## src/hdl/alu_consts.svh

```systemverilog
`ifndef ALU_CONSTS_SVH
`define ALU_CONSTS_SVH

// Datapath width
`define ALU_W 8

// One BCD digit
`define ALU_NIB 4

`define ALU_BCD_ADJ 6 // Decimal adjust per nibble

// Command to result, in phi2 cycles
`define ALU_LATENCY 3

`endif

```

## src/hdl/alu_ctrl_pkg.sv

```systemverilog
package alu_ctrl_pkg;

	typedef enum logic [2:0] {
		op_and = 3'd0,
		op_or  = 3'd1,
		op_eor = 3'd2,
		op_sum = 3'd3,
		op_sr  = 3'd4
	} alu_op_e;

	// AI input source
	typedef enum logic [1:0] {
		a_zero = 2'd0,
		a_sb   = 2'd1,
		a_ac   = 2'd2
	} a_src_e;

	// BI input source, ndb is the subtract path
	typedef enum logic [1:0] {
		b_db  = 2'd0,
		b_ndb = 2'd1,
		b_adl = 2'd2
	} b_src_e;

	typedef struct packed {
		alu_op_e op;
		a_src_e  a_src;
		b_src_e  b_src;
		logic    carry_in;
		logic    decimal;
		logic    to_ac;    // Write accumulator
		logic    to_sb;    // Result onto special bus
		logic    to_adl;   // Result onto address low bus
	} alu_cmd_t;

	typedef struct packed {
		logic z_add, sb_add, ac_add;  // AI loads
		logic db_add, ndb_add, adl_add;  // BI loads
		logic ands, ors, eors, sums, srs;
		logic acin;
		logic daa, dsa;
		logic sb_ac, add_sb, add_adl; // Passed through to the result stage
	} alu_ctrl_t;

endpackage

```

## src/hdl/alu_data_pkg.sv

```systemverilog
package alu_data_pkg;

`include "alu_consts.svh"

	typedef struct packed {
		logic [`ALU_W-1:0] sb;
		logic [`ALU_W-1:0] db;
		logic [`ALU_W-1:0] adl;
	} alu_bus_t;

	typedef struct packed {
		logic acr; // Carry
		logic avr; // Overflow
	} alu_flags_t;

	// Adder hold plus what the BCD correction needs
	typedef struct packed {
		logic [`ALU_W-1:0] add;
		alu_flags_t        flags;
		logic              dc;      // Decimal half carry
		logic [1:0]        nib_c;   // Binary carry out of each nibble
		logic              daa;
		logic              dsa;
		logic              sb_ac;
		logic              add_sb;
		logic              add_adl;
	} alu_hold_t;

endpackage

```

## src/hdl/alu_decode.sv

```systemverilog
`timescale 1ns/1ps

module alu_decode
	import alu_ctrl_pkg::*, alu_data_pkg::*;
(
	input  logic      phi2,
	input  logic      rst_n,
	input  logic      cmd_valid,
	input  alu_cmd_t  cmd,
	input  alu_bus_t  bus,
	output logic      ctrl_valid,
	output alu_ctrl_t ctrl,
	output alu_bus_t  bus_q
);

	alu_ctrl_t ctrl_d;
	logic      is_sum;

	assign is_sum = (cmd.op == op_sum);

	always_comb begin
		ctrl_d = '0;

		ctrl_d.z_add   = (cmd.a_src == a_zero);
		ctrl_d.sb_add  = (cmd.a_src == a_sb);
		ctrl_d.ac_add  = (cmd.a_src == a_ac);

		ctrl_d.db_add  = (cmd.b_src == b_db);
		ctrl_d.ndb_add = (cmd.b_src == b_ndb);
		ctrl_d.adl_add = (cmd.b_src == b_adl);

		ctrl_d.ands = (cmd.op == op_and);
		ctrl_d.ors  = (cmd.op == op_or);
		ctrl_d.eors = (cmd.op == op_eor);
		ctrl_d.sums = is_sum;
		ctrl_d.srs  = (cmd.op == op_sr);

		ctrl_d.acin = cmd.carry_in;

		// Decimal mode only matters for the adder
		ctrl_d.daa = cmd.decimal & is_sum & (cmd.b_src == b_db);
		ctrl_d.dsa = cmd.decimal & is_sum & (cmd.b_src == b_ndb);

		ctrl_d.sb_ac   = cmd.to_ac;
		ctrl_d.add_sb  = cmd.to_sb;
		ctrl_d.add_adl = cmd.to_adl;
	end

	always_ff @(posedge phi2) begin
		if (!rst_n) begin
			ctrl_valid <= 1'b0;
		end else begin
			ctrl_valid <= cmd_valid;
		end
	end

	// Operands travel with their command
	always_ff @(posedge phi2) begin
		if (cmd_valid) begin
			ctrl  <= ctrl_d;
			bus_q <= bus;
		end
	end

	op_select_onehot: assert property (@(posedge phi2) disable iff (!rst_n)
		ctrl_valid |-> $onehot({ctrl.ands, ctrl.ors, ctrl.eors, ctrl.sums, ctrl.srs}))
		else $error("op selects not one-hot");

	daa_dsa_exclusive: assert property (@(posedge phi2) disable iff (!rst_n)
		cmd_valid |=> !(ctrl.daa && ctrl.dsa))
		else $error("daa and dsa both set");

endmodule

```

## src/hdl/alu_execute.sv

```systemverilog
`timescale 1ns/1ps

`include "alu_consts.svh"

module alu_execute
	import alu_ctrl_pkg::*, alu_data_pkg::*;
(
	input  logic              phi2,
	input  logic              rst_n,
	input  logic              ctrl_valid,
	input  alu_ctrl_t         ctrl,
	input  alu_bus_t          bus_q,
	input  logic [`ALU_W-1:0] acc,
	output logic              hold_valid,
	output alu_hold_t         hold
);

	logic [`ALU_W-1:0] ai;
	logic [`ALU_W-1:0] bi;
	logic [`ALU_W-1:0] nands;
	logic [`ALU_W-1:0] nors;
	logic [`ALU_W-1:0] ands;
	logic [`ALU_W-1:0] ors;
	logic [`ALU_W-1:0] eors;
	logic [`ALU_W-1:0] sums;
	logic [`ALU_W:0]   carry;
	logic [`ALU_NIB:0] hi_dec;
	logic              dc;
	logic              dc7;
	logic [`ALU_W-1:0] sum_byte;
	logic [`ALU_W-1:0] res_d;
	alu_hold_t         hold_d;
	alu_hold_t         pay_q;
	alu_flags_t        flags_q;

	// AI/BI latches, transparent into the hold register
	always_comb begin
		if (ctrl.z_add)
			ai = '0;
		else if (ctrl.sb_add)
			ai = bus_q.sb;
		else if (ctrl.ac_add)
			ai = acc;
		else
			ai = '0;
	end

	always_comb begin
		if (ctrl.adl_add)
			bi = bus_q.adl;
		else if (ctrl.db_add)
			bi = bus_q.db;
		else if (ctrl.ndb_add)
			bi = ~bus_q.db;
		else
			bi = '0;
	end

	assign nands = ~(ai & bi);
	assign nors  = ~(ai | bi);
	assign ands  = ~nands;
	assign ors   = ~nors;
	assign eors  = ors & nands;

	// Ripple carry, generate from AND, propagate from OR
	always_comb begin
		carry[0] = ctrl.acin;
		for (int i = 0; i < `ALU_W; i++) begin
			carry[i+1] = ands[i] | (ors[i] & carry[i]);
		end
	end

	assign sums = eors ^ carry[`ALU_W-1:0];

	// Decimal half carry forces the carry into the high nibble
	assign dc = ctrl.daa & (carry[`ALU_NIB] | (sums[`ALU_NIB-1:0] > 4'd9));

	assign hi_dec = {1'b0, ai[`ALU_W-1:`ALU_NIB]} + {1'b0, bi[`ALU_W-1:`ALU_NIB]}
		+ {{`ALU_NIB{1'b0}}, dc};
	assign dc7 = hi_dec[`ALU_NIB] | (hi_dec[`ALU_NIB-1:0] > 4'd9);

	assign sum_byte = ctrl.daa ? {hi_dec[`ALU_NIB-1:0], sums[`ALU_NIB-1:0]} : sums;

	always_comb begin
		if (ctrl.srs)
			res_d = {1'b0, ands[`ALU_W-1:1]};
		else if (ctrl.ands)
			res_d = ands;
		else if (ctrl.ors)
			res_d = ors;
		else if (ctrl.eors)
			res_d = eors;
		else if (ctrl.sums)
			res_d = sum_byte;
		else
			res_d = '0;
	end

	always_comb begin
		hold_d = '0;
		hold_d.add = res_d;

		// Logic ops leave the carry alone
		if (ctrl.sums) begin
			hold_d.flags.acr = ctrl.daa ? dc7 : carry[`ALU_W];
			hold_d.flags.avr = carry[`ALU_W-1] ^ carry[`ALU_W];
		end else if (ctrl.srs) begin
			hold_d.flags.acr = ands[0]; // Bit shifted out
			hold_d.flags.avr = 1'b0;
		end else begin
			hold_d.flags.acr = flags_q.acr;
			hold_d.flags.avr = 1'b0;
		end

		hold_d.dc      = dc;
		hold_d.nib_c   = {carry[`ALU_W], carry[`ALU_NIB]};
		hold_d.daa     = ctrl.daa;
		hold_d.dsa     = ctrl.dsa;
		hold_d.sb_ac   = ctrl.sb_ac;
		hold_d.add_sb  = ctrl.add_sb;
		hold_d.add_adl = ctrl.add_adl;
	end

	always_ff @(posedge phi2) begin
		if (!rst_n) begin
			hold_valid <= 1'b0;
			flags_q    <= '0;
		end else begin
			hold_valid <= ctrl_valid;
			if (ctrl_valid)
				flags_q <= hold_d.flags;
		end
	end

	always_ff @(posedge phi2) begin
		if (ctrl_valid)
			pay_q <= hold_d;
	end

	always_comb begin
		hold       = pay_q;
		hold.flags = flags_q;
	end

	avr_sum_only: assert property (@(posedge phi2) disable iff (!rst_n)
		ctrl_valid && !ctrl.sums |=> hold_valid && !hold.flags.avr)
		else $error("avr set by a non-sum operation");

endmodule

```

## src/hdl/alu_result.sv

```systemverilog
`timescale 1ns/1ps

`include "alu_consts.svh"

module alu_result
	import alu_data_pkg::*;
(
	input  logic              phi2,
	input  logic              rst_n,
	input  logic              hold_valid,
	input  alu_hold_t         hold,
	output logic [`ALU_W-1:0] acc,
	output logic [`ALU_W-1:0] sb_out,
	output logic [`ALU_W-1:0] adl_out,
	output logic              sb_drive,
	output logic              adl_drive,
	output alu_flags_t        flags
);

	localparam logic [`ALU_NIB-1:0] bcd_adj = `ALU_BCD_ADJ;

	logic [`ALU_NIB-1:0] lo;
	logic [`ALU_NIB-1:0] hi;
	logic [`ALU_W-1:0]   res;

	// BCD correction, nibble by nibble
	always_comb begin
		lo = hold.add[`ALU_NIB-1:0];
		hi = hold.add[`ALU_W-1:`ALU_NIB];
		if (hold.daa) begin
			if (hold.dc)
				lo = lo + bcd_adj;
			if (hold.flags.acr) // Decimal carry out
				hi = hi + bcd_adj;
		end else if (hold.dsa) begin
			// No carry out of a nibble means it borrowed
			if (!hold.nib_c[0])
				lo = lo - bcd_adj;
			if (!hold.nib_c[1])
				hi = hi - bcd_adj;
		end
		res = {hi, lo};
	end

	always_ff @(posedge phi2) begin
		if (!rst_n) begin
			acc       <= '0;
			flags     <= '0;
			sb_drive  <= 1'b0;
			adl_drive <= 1'b0;
		end else begin
			sb_drive  <= hold_valid & hold.add_sb;
			adl_drive <= hold_valid & hold.add_adl;
			if (hold_valid) begin
				flags <= hold.flags;
				if (hold.sb_ac)
					acc <= res;
			end
		end
	end

	always_ff @(posedge phi2) begin
		if (hold_valid && hold.add_sb)
			sb_out <= res;
		if (hold_valid && hold.add_adl)
			adl_out <= res;
	end

	// Holds only for BCD operands
	bcd_digits_valid: assert property (@(posedge phi2) disable iff (!rst_n)
		hold_valid && (hold.daa || hold.dsa) && hold.sb_ac
		|=> (acc[`ALU_NIB-1:0] <= 4'd9) && (acc[`ALU_W-1:`ALU_NIB] <= 4'd9))
		else $error("decimal result digit above 9");

endmodule

```

## src/hdl/alu_top.sv

```systemverilog
`timescale 1ns/1ps

`include "alu_consts.svh"

module alu_top
	import alu_ctrl_pkg::*, alu_data_pkg::*;
(
	input  logic              phi2,
	input  logic              rst_n,
	input  logic              cmd_valid,
	input  alu_cmd_t          cmd,
	input  alu_bus_t          bus,
	output logic [`ALU_W-1:0] sb_out,
	output logic [`ALU_W-1:0] adl_out,
	output logic              sb_drive,
	output logic              adl_drive,
	output logic [`ALU_W-1:0] acc,
	output alu_flags_t        flags
);

	logic      ctrl_valid;
	alu_ctrl_t ctrl;
	alu_bus_t  bus_q;
	logic      hold_valid;
	alu_hold_t hold;

	alu_decode i_decode (
		.phi2       (phi2),
		.rst_n      (rst_n),
		.cmd_valid  (cmd_valid),
		.cmd        (cmd),
		.bus        (bus),
		.ctrl_valid (ctrl_valid),
		.ctrl       (ctrl),
		.bus_q      (bus_q)
	);

	alu_execute i_execute (
		.phi2       (phi2),
		.rst_n      (rst_n),
		.ctrl_valid (ctrl_valid),
		.ctrl       (ctrl),
		.bus_q      (bus_q),
		.acc        (acc),       // Fed back for the AC source
		.hold_valid (hold_valid),
		.hold       (hold)
	);

	alu_result i_result (
		.phi2       (phi2),
		.rst_n      (rst_n),
		.hold_valid (hold_valid),
		.hold       (hold),
		.acc        (acc),
		.sb_out     (sb_out),
		.adl_out    (adl_out),
		.sb_drive   (sb_drive),
		.adl_drive  (adl_drive),
		.flags      (flags)
	);

endmodule

```

## config.mk

```make
export PLATFORM = sky130hd
export DESIGN_NAME = alu_top
export DESIGN_NICKNAME = d
export VERILOG_FILES = /design/src/hdl/alu_ctrl_pkg.sv /design/src/hdl/alu_data_pkg.sv /design/src/hdl/alu_decode.sv /design/src/hdl/alu_execute.sv /design/src/hdl/alu_result.sv /design/src/hdl/alu_top.sv
export VERILOG_INCLUDE_DIRS = /design/src /design/src/hdl
export SDC_FILE = /design/constraint.sdc
export NUM_CORES = 1
export LEC_CHECK = 0
export ABC_AREA = 1
export CAP_MARGIN = 15
export CORE_ASPECT_RATIO = 1.75
export CORE_MARGIN = 1
export CORE_UTILIZATION = 60
export DETAILED_ROUTE_END_ITERATION = 10
export DONT_BUFFER_PORTS = 1
export GPL_TIMING_DRIVEN = 1
export MAX_ROUTING_LAYER = met4
export PLACE_DENSITY = 0.84
export SLEW_MARGIN = 25
export SYNTH_ARGS = -nofsm -noshare
export SYNTH_HDL_FRONTEND = slang
export SYNTH_SLANG_ARGS = --single-unit
export TNS_END_PERCENT = 30
```

## constraint.sdc

```tcl
create_clock -name phi2 -period 6.1 [get_ports phi2]
set_input_delay 1.22 -clock phi2 [delete_from_list [all_inputs] [get_ports phi2]]
set_output_delay 1.22 -clock phi2 [all_outputs]
set_load 0.01 [all_outputs]
```

==> results of run 1 <==
-- how the worst min path moves through the flow --
| stage | cells after the start | slack, ps | to |
|---|---|---|---|
| after floorplan | 0 | 400 | i_execute.hold[0]$_DFFE_PP_ |
| after global placement | 0 | 400 | i_execute.hold[0]$_DFFE_PP_ |
| after detailed placement | 0 | 410 | i_execute.hold[1]$_DFFE_PP_ |
| after CTS | 0 | 420 | i_execute.hold[1]$_DFFE_PP_ |
| after global routing | 0 | 420 | i_execute.hold[1]$_DFFE_PP_ |
| final | 0 | 420 | i_execute.hold[1]$_DFFE_PP_ |
-- cell families after synthesis --
kind of cell,share of synthesized area
XOR/XNOR,0.005907
flip-flops,0.5647
adder cells (fa/ha/maj),0.1012
buffers and inverters,0.07255
AND/OR/NAND/NOR,0.1246
AO/OA/AOI/OAI,0.1311
-- through the flow --
step | utilization | power (mW)
after floorplan | - | 0.9044
after global placement | 0.6256 | 0.9419
after detailed placement | 0.6256 | 0.9545
after CTS | 0.6686 | 1.519
after global routing | 0.6686 | 1.577
final | 0.6686 | 1.514
-- placed cells by master (no fill, tap or decap), types with 2 or more instances in the layout --
cell / instances
edfxtp_1: 73
nand2_1: 62
inv_1: 55
a21oi_1: 47
nor2_1: 31
o21ai_0: 20
ha_1: 20
dfxtp_1: 16
inv_2: 13
fa_1: 10
clkbuf_16: 9
a22oi_2: 8
nand3_1: 8
or2_1: 7
o21ai_1: 6
nor3_1: 6
a22oi_1: 5
o211ai_1: 4
nand2_2: 3
inv_6: 3
nor2_4: 2
xor2_1: 2
o22ai_2: 2
or2_0: 2
a21oi_2: 2
inv_8: 2
-- flip-flops by register name (all words and copies together) (netlist names) --
register and cells:
i_result.adl_drive 1, i_decode.ctrl 17, i_execute.hold 18, i_result.acc 8, i_execute.hold_valid 1, i_result.flags 2, i_result.sb_drive 1, i_decode.bus_q 24
i_decode.ctrl_valid 1, i_result.adl_out 8, i_result.sb_out 8
-- worst max-delay path, cell delays in order, from the launching register on --
cell	delay, ps
edfxtp_1	370
inv_1	320
o21ai_0	130
a21oi_1	320
fa_1	240
inv_1	50
fa_1	370
fa_1	410
fa_1	460
fa_1	430
inv_1	80
fa_1	160
inv_1	50
fa_1	420
fa_1	550
a21oi_1	60
nand2_1	80
nand2_1	50
nand2_1	70
a21oi_2	50
-- layout make-up --
| type | instances | area share |
|---|---|---|
| Inverter | 69 | 0.05393 |
| Tap cell | 86 | 0.02241 |
| Clock buffer | 9 | 0.04690 |
| Sequential cell | 89 | 0.5232 |
| Multi-Input combinational cell | 252 | 0.3361 |
| Clock inverter | 7 | 0.01746 |
-- where the power goes --
part           internal [mW]  total [mW]  switching [mW]
sequential             0.704       0.741          0.0370
clock                  0.326       0.568           0.241
combinational         0.0774       0.205           0.128
-- layer usage --
| layer | routed length (um) | part of all wire | vias to the layer above | track usage |
|---|---|---|---|---|
| li1 | - | - | 1419 | - |
| met4 | 487 | 0.054 | 0 | 0.1688 |
| met5 | 0 | 0 | - | - |
| met3 | 414 | 0.046 | 38 | 0.07677 |
| met2 | 5177 | 0.57 | 113 | 0.4853 |
| met1 | 2946 | 0.33 | 1399 | 0.2446 |
==> results.cfg, run 1 <==
[timing]
setup_slack_ps = 1188
finalHoldViolations = 0
skew_ps = 10.34
fmax_mhz = 203.6
rsz0062_at_grt = no
tightest_slew_ps = 828.8
setup_viol = 0
period_needed_ps = 4912
slew_headroom = 0.4467
final_max_slew_viol_count = 0
post-route-period-util = 0.8052
timing.hold.ws_ps = 419.4
finalSetupTns_ps = 0

[setup_path]
r2r_start = i_decode.ctrl[15]$_DFFE_PP_
cp-endpoint = i_execute.hold[17]$_SDFFCE_PP0P_
startpoint = i_decode.ctrl[15]$_DFFE_PP_
crit_arrival_ps = 5010
cp-start-kind = register
cp-end-kind = register
critPathKind = register to register
critPathMaxFanout = 16
worst-endpoint-required_ps = 6200
r2r_setup_slack_ps = 1190
worst-r2r-cell-count = 19
reg2reg_to = i_execute.hold[17]$_SDFFCE_PP0P_

[drt]
vias = 2969
dr.pass1.iters = 5
drc = 0
antenna_left = 0
wl_per_cell_um = 17.63
drt-total-wl_mm = 9.025
routed_via_density = 5.799
first_iter_violations = 172

[cts]
cts.repair.resized = 0
ctsHtreeMaxLevel = 3
cts_buffers = 9
clock_latency_ps = 350
cts_tree = yes
root_buffer = clkbuf_16
cts.hold.buffers_added = 0
cts.clk_slew.worst_paths_ps = 70
cts_sinks = 89
post_cts_buffers = 0
cts.path.max_buffers = 2

[hold_path]
hp-class = register to register
min_from = i_decode.ctrl[1]$_DFFE_PP_

[logic_synthesis]
netlist_top_cells_count = edfxtp_1 (73), nand2_1 (62), inv_1 (55)
synth.distinct_cells = 33
syn_nets = 490
synth_most_common_cell = edfxtp_1
synthCells = 421
syn-cell-area_um2 = 4449
seq_area_frac_synth = 0.5647
synthFlopType = edfxtp_1
synth_top_area_share = 0.4927
synth_area_per_cell_um2 = 10.57
yosysTopAreaCell = edfxtp_1
yosys-top-cells-area = edfxtp_1 (49%), dfxtp_1 (7.2%), ha_1 (5.6%)
ys_seq_elements = 89
synth-edff-count = 73
yosysWarnings = 0
synthArstFlopShare = 0

[die]
core.rowCount = 41
die_w_um = 67.10
start_util = 0.6195
die_area_um2 = 7777
io_pins = 67
die_y_um = 115.9
core_um2 = 7182

[global_route]
grt_max_degree = 43
antenna_found_initial = 0
grt_pass1_vias = 2995
grt.overflow.total = 0
track_usage = 0.2735
grt_pass1_wl_mm = 14.50

[status]
status = finished, final reports clean

[pwr]
p_leak_nw = 1.981
power.density_nw_per_um2 = 315.3
irDropWorstVdd_mv = 0.2618

[finish]
finalNetCount = 490
multi_input_area_um2 = 1614
n_fill_cell = 535
stdcell_area_um2 = 4802
area_growth_pct = 7.930
drive_gt1_frac = 0.1127
layout.cells.non_filler = 512
seq_area_um2 = 2512
num_antenna_cells = 0

[place]
dp_hpwl_mm = 6.825
place_area_um2 = 4493
place_inst = 496
gp_congestion = 0.8682
dp_slack_ps = 1253
port_buffers = 0

[run]
cap_violations = 0
Power figures use the tool's default switching activity.
==> run 2, diff against run 1 <==
CORE_UTILIZATION = 57   (was 60)
PLACE_DENSITY = 0.83   (was 0.84)
clock period = 4 ns   (was 6.1 ns; I/O delays follow)
==> run 2 against run 1 <==
Against the previous run: the run now ends with setup timing left; fmax increased by 15%; setup slack worse by 1500 ps; design area is 5.1% higher; critical path depth rose by 3; clock power is 39% higher; total power increased by 52%; global-route usage down 1.3 points; combinational power grew 94%; wire length is 0.94% higher; sequential share of layout area fell by 2.5 points.
==> results.cfg, run 2 (same netlist as run 1, synthesis figures left out) <==
[drt]
dr.pass1.iters = 4
routed_via_density = 5.558
wl_per_cell_um = 16.84
drt-total-wl_mm = 9.110
vias = 3007
antenna_left = 0
first_iter_violations = 101
drc = 0

[finish]
area_growth_pct = 13.39
finalNetCount = 517
layout_commonest_cell = edfxtp_1
n_fill_cell = 563
layout.cells.non_filler = 541
seq_area_um2 = 2512
largest_register_ffs = 24
layout_common_cells = edfxtp_1 (73), nand2_1 (61), inv_1 (50)
drive_gt1_frac = 0.2185
multi_input_area_um2 = 1680
top_register = i_decode.bus_q
num_antenna_cells = 0
post-route-util = 0.6667
stdcell_area_um2 = 5045

[timing]
finalHoldViolations = 0
skew_ps = 11.55
setup_slack_ps = -271.6
timing.hold.ws_ps = 416.6
finalSetupTns_ps = -544.9
setup_viol = 5
period_needed_ps = 4272
tightest_slew_ps = 823.0
rsz0062_at_grt = yes
fmax_mhz = 234.1
slew_headroom = 0.4506
post-route-period-util = 1.068
final_max_slew_viol_count = 0

[place]
place_inst = 521
place_area_um2 = 4677
dp_hpwl_mm = 7.073
gp_congestion = 0.9238
port_buffers = 0
dp_slack_ps = -395.6

[setup_path]
critPathKind = register to register
cp-start-kind = register
critPathBufInv = 6
critPathSlowestCell = fa_2
max_stage_delay_ps = 540
worst-endpoint-required_ps = 4090
path_delay_family = adder cells
critPathMaxFanout = 4
crit_arrival_ps = 4370
cp_cell_sequence = inv_2 > nand2_2 > inv_2 > or2_1 > a22oi_2 > inv_2 > fa_2 > inv_2 > fa_2 > fa_2 > fa_2 > fa_2 > inv_2 > fa_2 > inv_2 > fa_2 > fa_2 > a21oi_2 > nand2_1 > nand2_1 > nand2_1 > a21oi_2
crit_top_cell = fa_2
cp-end-kind = register

[die]
core.rowCount = 42
core_um2 = 7567
start_util = 0.5880
die_w_um = 68.79
die_area_um2 = 8177
io_pins = 67
die_y_um = 118.9

[global_route]
grt_pass1_wl_mm = 14.59
antenna_found_initial = 0
grt_max_degree = 43
track_usage = 0.2607
grt_pass1_vias = 3076
grt.overflow.total = 0

[cts]
root_buffer = clkbuf_16
ctsHtreeMaxLevel = 3
cts.path.max_buffers = 2
clock_latency_ps = 350
cts_tree = yes
cts.hold.buffers_added = 0
cts.clk_slew.worst_paths_ps = 60
cts_sinks = 89
cts_buffers = 9

[pwr]
total_power_mw = 2.305
power.density_nw_per_um2 = 457.0
p_leak_nw = 2.093
irDropWorstVdd_mv = 0.3627

[run]
cap_violations = 0

[status]
violations = setup timing
status = complete, but fails checks

[hold_path]
hp-class = register to register
==> run 2: cell types whose count changed in the layout (fill, tap and decap cells not counted), sizes merged <==
cell / change
clkbuf: +1
buf: +27
inv: -1
clkinv: +1
bufinv: -1
==> run 2: timing repair <==
action | CTS | global route
pin swaps | 9 | 16
hold endpoints to repair | 0 | 0
resized for setup | 13 | 11
endpoints found under the setup margin | 6 | 7
setup buffers | 3 | 1
==> run 2: per-layer routing <==
layer	routed length, um	track usage	share of wire	vias to the layer above
met5	0	-	0	-
met4	441	0.1454	0.048	0
met3	312	0.06418	0.034	27
met2	5303	0.4540	0.58	94
met1	3052	0.2477	0.34	1419
li1	-	-	-	1467
==> run 2: final timing paths <==
| kind | start | end | slack (ps) | depth (start not counted) |
|---|---|---|---|---|
| min reg2reg | i_decode.ctrl[0]$_DFFE_PP_ | i_execute.hold[0]$_DFFE_PP_ | 420 | 0 |
| max reg2reg | i_decode.ctrl[13]$_DFFE_PP_ | i_execute.hold[17]$_SDFFCE_PP0P_ | -270 | 22 |
| min | i_decode.ctrl[0]$_DFFE_PP_ | i_execute.hold[0]$_DFFE_PP_ | 420 | 0 |
| max | i_decode.ctrl[13]$_DFFE_PP_ | i_execute.hold[17]$_SDFFCE_PP0P_ | -270 | 22 |
==> run 2: power breakdown <==
part	leakage, nW	internal (mW)	switching (mW)
logic	1.13	0.170	0.227
clock network	0.141	0.432	0.355
registers	0.817	1.07	0.0480
total	2.09	1.68	0.630
==> run 2: layout make-up <==
class / instances / area share
repair buffers: 27 / 0.04018
well taps: 88 / 0.02183
clock buffers: 10 / 0.04539
flip-flops and latches: 89 / 0.4980
inverters: 69 / 0.05134
clock inverters: 6 / 0.01017
multi-input cells: 252 / 0.3331
==> run 2: worst reg2reg max path, delay by kind of cell, from the launching register on <==
kind,cells,cell delay (ps)
and+or+nand+nor,5,370
AOI/OAI and AO/OA,3,160
DFF,1,400
adders and majority gates,8,2740
buffers and inverters,6,370
==> run 3, diff against run 2 <==
CELL_PAD_IN_SITES_DETAIL_PLACEMENT = 1   (was default)
CELL_PAD_IN_SITES_GLOBAL_PLACEMENT = 1   (was default)
CORE_UTILIZATION = 47   (was 57)
CTS_BUF_LIST = sky130_fd_sc_hd__clkbuf_8   (was default)
PLACE_DENSITY = 0.87   (was 0.83)
==> run 3 against run 2 <==
Against the previous run: the run still ends with setup timing left; setup slack got worse by 39 ps; first-iteration DRC count decreased by 34%; critical path type unchanged; die area is 21% higher; count of clock-buffer cells in the layout unchanged; sequential share of layout area increased by 1.4 points; non-clock buffer count down 7; largest power group unchanged; total power down 9.1%; fmax shrank 0.91%; utilization is 13 points lower.
==> results.cfg, run 3 (same netlist as run 1, synthesis figures left out) <==
[timing]
post-route-period-util = 1.078
final_max_slew_viol_count = 0
period_needed_ps = 4311
slew_headroom = 0.4641
fmax_mhz = 232.0
rsz0062_at_grt = yes
setup_slack_ps = -310.9
finalHoldViolations = 0
skew_ps = 17.20
setup_viol = 5
finalSetupTns_ps = -1203
timing.hold.ws_ps = 429.1
tightest_slew_ps = 802.7

[pwr]
total_power_mw = 2.095
irDropWorstVdd_mv = 0.3282
p_leak_nw = 2.024
power.density_nw_per_um2 = 426.6

[finish]
seq_area_um2 = 2512
drive_gt1_frac = 0.1816
area_growth_pct = 10.38
finalNetCount = 510
largest_register_ffs = 24
stdcell_area_um2 = 4911
layout_common_cells = edfxtp_1 (73), nand2_1 (61), inv_1 (53)
layout_commonest_cell = edfxtp_1
top_register = i_decode.bus_q
multi_input_area_um2 = 1649
num_antenna_cells = 0
n_fill_cell = 973

[setup_path]
max_stage_delay_ps = 530
worst-endpoint-required_ps = 4210
cp-start-kind = register
crit_arrival_ps = 4520
critPathMaxFanout = 2
critPathKind = register to register
cp-end-kind = register
crit_top_cell = fa_2
critPathSlowestCell = fa_2
cp_cell_sequence = inv_2 > nand2_2 > inv_2 > or2_1 > a22oi_2 > inv_2 > fa_1 > inv_1 > fa_2 > fa_2 > fa_2 > inv_1 > o21ai_0 > a21oi_1 > fa_2 > fa_2 > inv_1 > nand2_1 > nand3_1 > a22oi_1 > nand2_1 > a22oi_2

[drt]
drc = 0
antenna_left = 0
vias = 3017
drt-total-wl_mm = 10.14
routed_via_density = 5.330
wl_per_cell_um = 17.92
dr.pass1.iters = 4
first_iter_violations = 67

[cts]
cts.hold.buffers_added = 0
cts.path.max_buffers = 2
clock_latency_ps = 380
ctsHtreeMaxLevel = 3
cts_tree = yes
cts.clk_slew.worst_paths_ps = 100
root_buffer = clkbuf_8
cts_sinks = 89
cts_buffers = 9

[global_route]
track_usage = 0.2413
antenna_found_initial = 0
met2_usage = 0.4506
grt_pass1_vias = 3303
use_met1 = 0.2209
top_usage_layer = met2
grt_max_degree = 43
use_met3 = 0.04908
grt_pass1_wl_mm = 16.39
grt.overflow.total = 0

[place]
gp_congestion = 0.9058
dp_hpwl_mm = 8.087
place_area_um2 = 4687
dp_slack_ps = -464.2
port_buffers = 0

[status]
violations = setup timing
status = complete, but fails checks

[hold_path]
hp-class = register to register

[die]
die_area_um2 = 9875
die_y_um = 130.7
start_util = 0.4862
core_um2 = 9151
core.rowCount = 46
die_w_um = 75.55
io_pins = 67

[run]
cap_violations = 0
==> run 3: cell count changes in the layout (fill, tap and decap cells not counted), moves of 2 or more <==
cell       before  now
a21oi_1        41   45
clkbuf_8        0   10
inv_2          18   15
clkbuf_16       9    0
a21oi_2         8    4
fa_1            0    3
fa_2           10    7
buf_4          27   20
inv_6           1    4
inv_1          50   53
o21ai_0        18   20
==> run 3: stage by stage <==
step,instances,utilization
2_1_floorplan,421,-
3_3_place_gp,549,0.5122
5_1_grt,566,0.5366
6_report,566,0.5366
3_5_place_dp,549,0.5122
4_1_cts,566,0.5355
==> run 3: worst paths after layout <==
path | from | end | slack (ps) | depth (start not counted)
setup / recovery | i_decode.ctrl[13]$_DFFE_PP_ | i_execute.hold[15]$_DFFE_PP_ | -310 | 22
hold / removal | i_decode.ctrl[0]$_DFFE_PP_ | i_execute.hold[0]$_DFFE_PP_ | 430 | 0
setup reg to reg | i_decode.ctrl[13]$_DFFE_PP_ | i_execute.hold[15]$_DFFE_PP_ | -310 | 22
hold reg to reg | i_decode.ctrl[0]$_DFFE_PP_ | i_execute.hold[0]$_DFFE_PP_ | 430 | 0
==> run 3: per-layer routing <==
layer,wire (um),share of wire
met1,3452,0.34
met2,5957,0.59
met3,264,0.026
met5,0,0
met4,467,0.046
==> run 3: repair_timing <==
item | CTS | global route
setup buffers | 1 | 0
endpoints found under the setup margin | 6 | 7
resized for setup | 8 | 2
==> run 3: cell type report <==
cell class	count	area share
tap	120	0.03057
timing repair buffer	20	0.03057
clock buffer	10	0.02803
clock inverter	6	0.01070
inverter	69	0.05274
multi-input combinational	252	0.3358
sequential	89	0.5116
==> run 3: power breakdown <==
part           switching (mW)  internal [mW]
combinational           0.220          0.152
sequential             0.0513           1.07
clock                   0.344          0.256
==> run 3: critical path: cells and delay by family (launching register included) <==
kind / cells / cell delay, ps
simple gates: 5 / 400
buf+inv: 6 / 370
flops: 1 / 440
fa+ha+maj: 6 / 2360
compound gates: 5 / 590
